===== src/mult_pkg.sv =====
`default_nettype none

package mult_pkg;

  // Datapath word width.
  parameter int DATA_W = 32;

  // Operand slice handled by one multiplier stage.
  parameter int LIMB_W = 16;

  // Modulus, mu and quotient estimate.
  typedef logic [DATA_W-1:0]   word_t;

  // Input x and unreduced remainders.
  typedef logic [2*DATA_W-1:0] dword_t;

  // Product of x and mu.
  typedef logic [3*DATA_W-1:0] tword_t;

endpackage : mult_pkg

`default_nettype wire


===== src/barrett_pkg.sv =====
`default_nettype none

package barrett_pkg;

  import mult_pkg::*;

  // Bit length k of the modulus.
  typedef logic [5:0] bitlen_t;

  // Parameter set of one modulus, fixed while the modulus is in use.
  typedef struct packed {
    word_t   q;   // Modulus.
    bitlen_t k;   // Bit length of q.
    word_t   mu;  // Floor of 2^(2k) / q.
  } barrett_param_t;

  // Modulus setup FSM.
  typedef enum logic [1:0] {
    SETUP_IDLE   = 2'd0,
    SETUP_DIVIDE = 2'd1,
    SETUP_DONE   = 2'd2
  } setup_state_e;

endpackage : barrett_pkg

`default_nettype wire


===== src/barrett_param_calc.sv =====
`timescale 1ns/1ps
`default_nettype none

module barrett_param_calc import mult_pkg::*, barrett_pkg::*; (
  input  logic           clk_i,
  input  logic           rst_ni,
  input  logic           cfg_valid_i,
  input  word_t          cfg_q_i,
  output logic           cfg_ready_o,
  output barrett_param_t params_o
);

  setup_state_e               state_q;
  logic [$bits(bitlen_t):0]   cnt_q;    // Index of the dividend bit being processed.
  word_t                      q_q;
  bitlen_t                    k_q;
  word_t                      rem_q;    // Partial remainder.
  word_t                      mu_q;     // Quotient bits so far.
  logic                       ovf_q;    // Quotient ran past the word.
  word_t                      rem_shl;
  word_t                      mu_final;
  logic                       accept;
  logic                       div_bit;

  // Position of the highest set bit, plus one.
  function automatic bitlen_t bit_length(word_t v);
    bitlen_t len;
    len = '0;
    for (int i = 0; i < DATA_W; i++) begin
      if (v[i]) len = bitlen_t'(i + 1);
    end
    return len;
  endfunction

  assign cfg_ready_o = (state_q == SETUP_IDLE);
  assign accept      = cfg_valid_i && cfg_ready_o;

  // Dividend is 2^(2k), so only its top bit is set.
  assign div_bit  = (cnt_q == {k_q, 1'b0});
  assign rem_shl  = {rem_q[DATA_W-2:0], div_bit};
  assign mu_final = ovf_q ? '1 : mu_q;  // Saturates for a power-of-two q of full width.

  always_ff @(posedge clk_i or negedge rst_ni) begin
    if (!rst_ni) begin
      state_q  <= SETUP_IDLE;
      cnt_q    <= '0;
      params_o <= '0;
    end else begin
      unique case (state_q)
        SETUP_IDLE: begin
          if (accept) begin
            state_q <= SETUP_DIVIDE;
            cnt_q   <= {bit_length(cfg_q_i), 1'b0};
          end
        end
        SETUP_DIVIDE: begin
          if (cnt_q == '0) begin
            state_q <= SETUP_DONE;
          end else begin
            cnt_q <= cnt_q - 1'b1;
          end
        end
        SETUP_DONE: begin
          params_o <= '{q: q_q, k: k_q, mu: mu_final};
          state_q  <= SETUP_IDLE;
        end
        default: state_q <= SETUP_IDLE;
      endcase
    end
  end

  // Restoring division, one quotient bit per clock.
  always_ff @(posedge clk_i) begin
    if (accept) begin
      q_q   <= cfg_q_i;
      k_q   <= bit_length(cfg_q_i);
      rem_q <= '0;
      mu_q  <= '0;
      ovf_q <= 1'b0;
    end else if (state_q == SETUP_DIVIDE) begin
      ovf_q <= ovf_q | mu_q[DATA_W-1];
      if (rem_shl >= q_q) begin
        rem_q <= rem_shl - q_q;
        mu_q  <= {mu_q[DATA_W-2:0], 1'b1};
      end else begin
        rem_q <= rem_shl;
        mu_q  <= {mu_q[DATA_W-2:0], 1'b0};
      end
    end
  end

  assert property (@(posedge clk_i) disable iff (!rst_ni) accept |-> cfg_q_i != '0)
    else $error("barrett_param_calc: zero modulus accepted");

endmodule : barrett_param_calc

`default_nettype wire


===== config.mk =====
export PLATFORM = sky130hd
export DESIGN_NAME = barrett_param_calc
export DESIGN_NICKNAME = d
export VERILOG_FILES = /design/src/mult_pkg.sv /design/src/barrett_pkg.sv /design/src/barrett_param_calc.sv
export SDC_FILE = /design/constraint.sdc
export NUM_CORES = 1
export LEC_CHECK = 0
export ABC_AREA = 1
export BUFFER_PORTS_ARGS = -buffer_cell sky130_fd_sc_hd__buf_2
export CAP_MARGIN = 20
export CORE_ASPECT_RATIO = 2
export CORE_MARGIN = 3
export CORE_UTILIZATION = 30
export CTS_BUF_LIST = sky130_fd_sc_hd__clkbuf_16
export DETAILED_ROUTE_END_ITERATION = 6
export GPL_TIMING_DRIVEN = 0
export SYNTH_ARGS = -nofsm -noshare
export SYNTH_HDL_FRONTEND = slang
export SYNTH_SLANG_ARGS = --single-unit
export TNS_END_PERCENT = 10

===== constraint.sdc =====
create_clock -name clk_i -period 4.9 [get_ports clk_i]
set_clock_uncertainty 0.2 [all_clocks]
set_input_delay 0.735 -clock clk_i [delete_from_list [all_inputs] [get_ports clk_i]]
set_output_delay 0.735 -clock clk_i [all_outputs]
set_load 0.03 [all_outputs]

==> impl_metrics.toml <==
[detailed_routing]
viasPerCell = 4.77
drc = 0
drtPass1Iterations = 5
first_iter_violations = 446
route.vias.total = 7500
wirelength_mm = 25.3
wl_per_cell_um = 16.1
antenna_left = 0

[cts]
cts_setup_buffers = 0
cts_buffers = 17
cts_root_buf = "clkbuf_16"
cts_tree = "yes"
clk_pin_slew_ns = 0.07
ctsLongestPathBuffers = 2
cts_resized = 0
clk_latency_ns = 0.44
cts_max_level = 4
clkSinkCount = 179

[yosys]
synth_cell_types = 50
yosys_register_bits = 179
synth_area_leaders = "dfrtp_1 (22%), dfxtp_1 (15%), edfxtp_1 (13%)"
synth_edf_count = 37
yosysWarnings = 0
syn_avg_cell_area_um2 = 8.24
synth_ff_type = "dfrtp_1"
synth.yosys.seq_area_share_pct = 49.2
syn-num-nets = 1142
synth_top_cell_area_share_pct = 22.1
synth_area_leader_cell = "dfrtp_1"
async_flop_share_pct = 43.6
syn-cell-area_um2 = 8830
synthCells = 1072

[place]
io_buffers = 105
place.gp.congestion = 0.940
place_hpwl_mm = 19.9

[critical_path]
crit_path_end = "rem_q[25]"
reg2reg_slack_ns = 0.42
cp-startpoint = "cnt_q[3]"
reg2reg_to = "rem_q[25]"
crit_arrival_ns = 4.60
crit_top_cell = "nand2_2"
rr_worst_depth = 24
cp-end-kind = "flop"
r2r_start = "cnt_q[3]"
crit_chain = "inv_1, nand2_1, o221ai_1, a2111oi_0, nand4_1, ha_1, fa_1, nor2_2, nor3_2, nor2_2, nor2_2, nand2_2, nand2_2, nand3_2, nand2_1, nand2_2, nand2_2, nand2_4, nand2_2, nand3_4, buf_2, nand3b_1, o211ai_1, a21oi_1"
critPathMaxFanout = 16
cp.required_ns = 5.03
path_class = "flop to flop"
slowest_stage = "a2111oi_0"
max_stage_delay_ns = 0.56
cp-start-kind = "flop"

[hold_path]
min_path_type = "flop to flop"
min_path_cells = 2

[global_routing]
grt_pass1_vias = 7591
grt_max_degree = 62
grt_first_pass_wirelength_mm = 40.2
grt_overflow_total = 0
grt_usage_pct = 16.2
antenna_found_initial = 0

[timing]
rsz0062_at_grt = "no"
hold_viol_final = 0
tightest_slew_ns = 0.735
slew_viol_final = 0
fmax_mhz = 223
tns_ns = 0
finalSetupViolations = 0
finalCritPeriodShare_pct = 91.4
slew_headroom_pct = 51.0
min_period_ns = 4.48
whs_ns = 0.278

[layout]
fin_nets = 1268
areaGrowthSynthToFinish_pct = 18.1
mostFrequentLayoutCell = "nand2_1"
final_cell_mix = "nand2_1 (202), nor2_1 (140), o21ai_0 (139), inv_1 (113), buf_2 (106)"
drive_gt1_share_pct = 14.9

[power_and_ir_drop]
powerDensity_nw_per_um2 = 716
power.internal_uw = 4130
power.share.combinational_pct = 49.2
power_frac_clock_pct = 17.8
p_leak_uw = 0.00497
seqPwrFrac_pct = 33.0
ir_drop_uv = 342
swShare_pct = 44.7
p_sw_uw = 3340

[floorplanning]
rows = 88
top_level_ports = 106
fp.dieW_um = 127
core_area_um2 = 29000
die-area_um2 = 31700
fp.dieH_um = 249
start_util_pct = 30.5

[run_status]
outcome = "complete, no violations"

[run]
maxCapViolCount = 0
critical path: cells and delay by family (launching register included):
| kind | cells | cell delay (ns) |
|---|---|---|
| AOI/OAI and AO/OA | 4 | 0.85 |
| DFF | 1 | 0.45 |
| and+or+nand+nor | 16 | 1.67 |
| adders and majority gates | 2 | 0.73 |
| buffers and inverters | 2 | 0.44 |
metal layers:
layer / global-route usage, % / up-vias / share of wire (%) / wire [um]
met5: 0 / - / 0 / 0
met4: 7.09 / 0 / 3.5 / 893
met3: 3.25 / 46 / 3.3 / 845
met2: 32.2 / 144 / 58 / 14700
met1: 15.5 / 3525 / 35 / 8840
li1: - / 3785 / - / -
cell type report:
class                      count  area (um2)
fill                        3063       18500
sequential                   179        4340
multi-input combinational    731        3850
timing repair buffer         108         586
clock buffer                  18         450
tap                          360         450
inverter                     116         435
buffer                        45         199
clock inverter                14         109
antenna                        1        2.50
timing repair:
item	CTS	global route
endpoints found under the hold margin	17	0
setup endpoints to repair	0	1
hold buffers	1	0
Yosys cell counts, drive strengths merged (4+ instances only):
cell    instances
o21a            5
nand2         215
nand3          23
clkbuf         37
a21oi          68
o211ai         10
ha             34
dfxtp          64
o221ai          5
o21ai         156
dfrtp          78
nor3            8
inv           115
xnor2          15
nor2          144
o21bai         11
xor2           11
a31oi           6
nand4           4
edfxtp         37
buf             9
logic make-up (layout without fill, tap and decap cells):
| family | after synthesis | after routing | share of synthesized area, % |
|---|---|---|---|
| buffers and inverters | 162 | 301 | 7.21 |
| multiplexers | 1 | 1 | 0.128 |
| XOR/XNOR | 26 | 26 | 2.58 |
| AND/OR/NAND/NOR | 399 | 399 | 18.6 |
| other | 0 | 1 | 0 |
| AO/OA/AOI/OAI | 270 | 270 | 17.2 |
| flip-flops | 179 | 179 | 49.2 |
| adder cells (fa/ha/maj) | 35 | 35 | 5.04 |
worst min-delay path by stage:
| stage | end | startpoint | slack, ns |
|---|---|---|---|
| after detailed placement | params_o[41] | params_o[41] | 0.27 |
| after CTS | q_q[0] | cfg_q_i[0] | 0.26 |
| after global placement | rem_q[30] | rem_q[30] | 0.26 |
| after global routing | q_q[0] | cfg_q_i[0] | 0.27 |
| final | params_o[14] | params_o[14] | 0.28 |
| after floorplan | cnt_q[0] | rst_ni | 0.24 |
metrics by stage:
stage / setup WS, ns / instances / total power, uW / utilization, % / instance area, um2
after global routing: 0.0543 / 1571 / 8090 / 36.0 / 10400
after floorplan: 1.51 / 1072 / 5140 / - / 8830
after CTS: 0.283 / 1572 / 7530 / 36.0 / 10400
after detailed placement: 0.304 / 1539 / 6180 / 34.0 / 9860
after global placement: 0.359 / 1537 / 6110 / 33.9 / 9810
final: 0.423 / 1572 / 7470 / 36.0 / 10400
registers in the layout, summed over array words and instances, names as in the netlist:
name / cells
params_o: 69
cnt_q: 7
mu_q: 32
state_q: 2
rem_q: 31
q_q: 32
k_q: 5
ovf_q: 1
power groups by stage:
stage / sequential [uW] / combinational, uW / clock [uW]
after CTS: 2470 / 3710 / 1360
final: 2470 / 3670 / 1330
after floorplan: 2800 / 2340 / 0
after detailed placement: 2490 / 3690 / 0
after global placement: 2490 / 3620 / 0
after global routing: 2540 / 4130 / 1410
(Power assumes the default switching activity.)
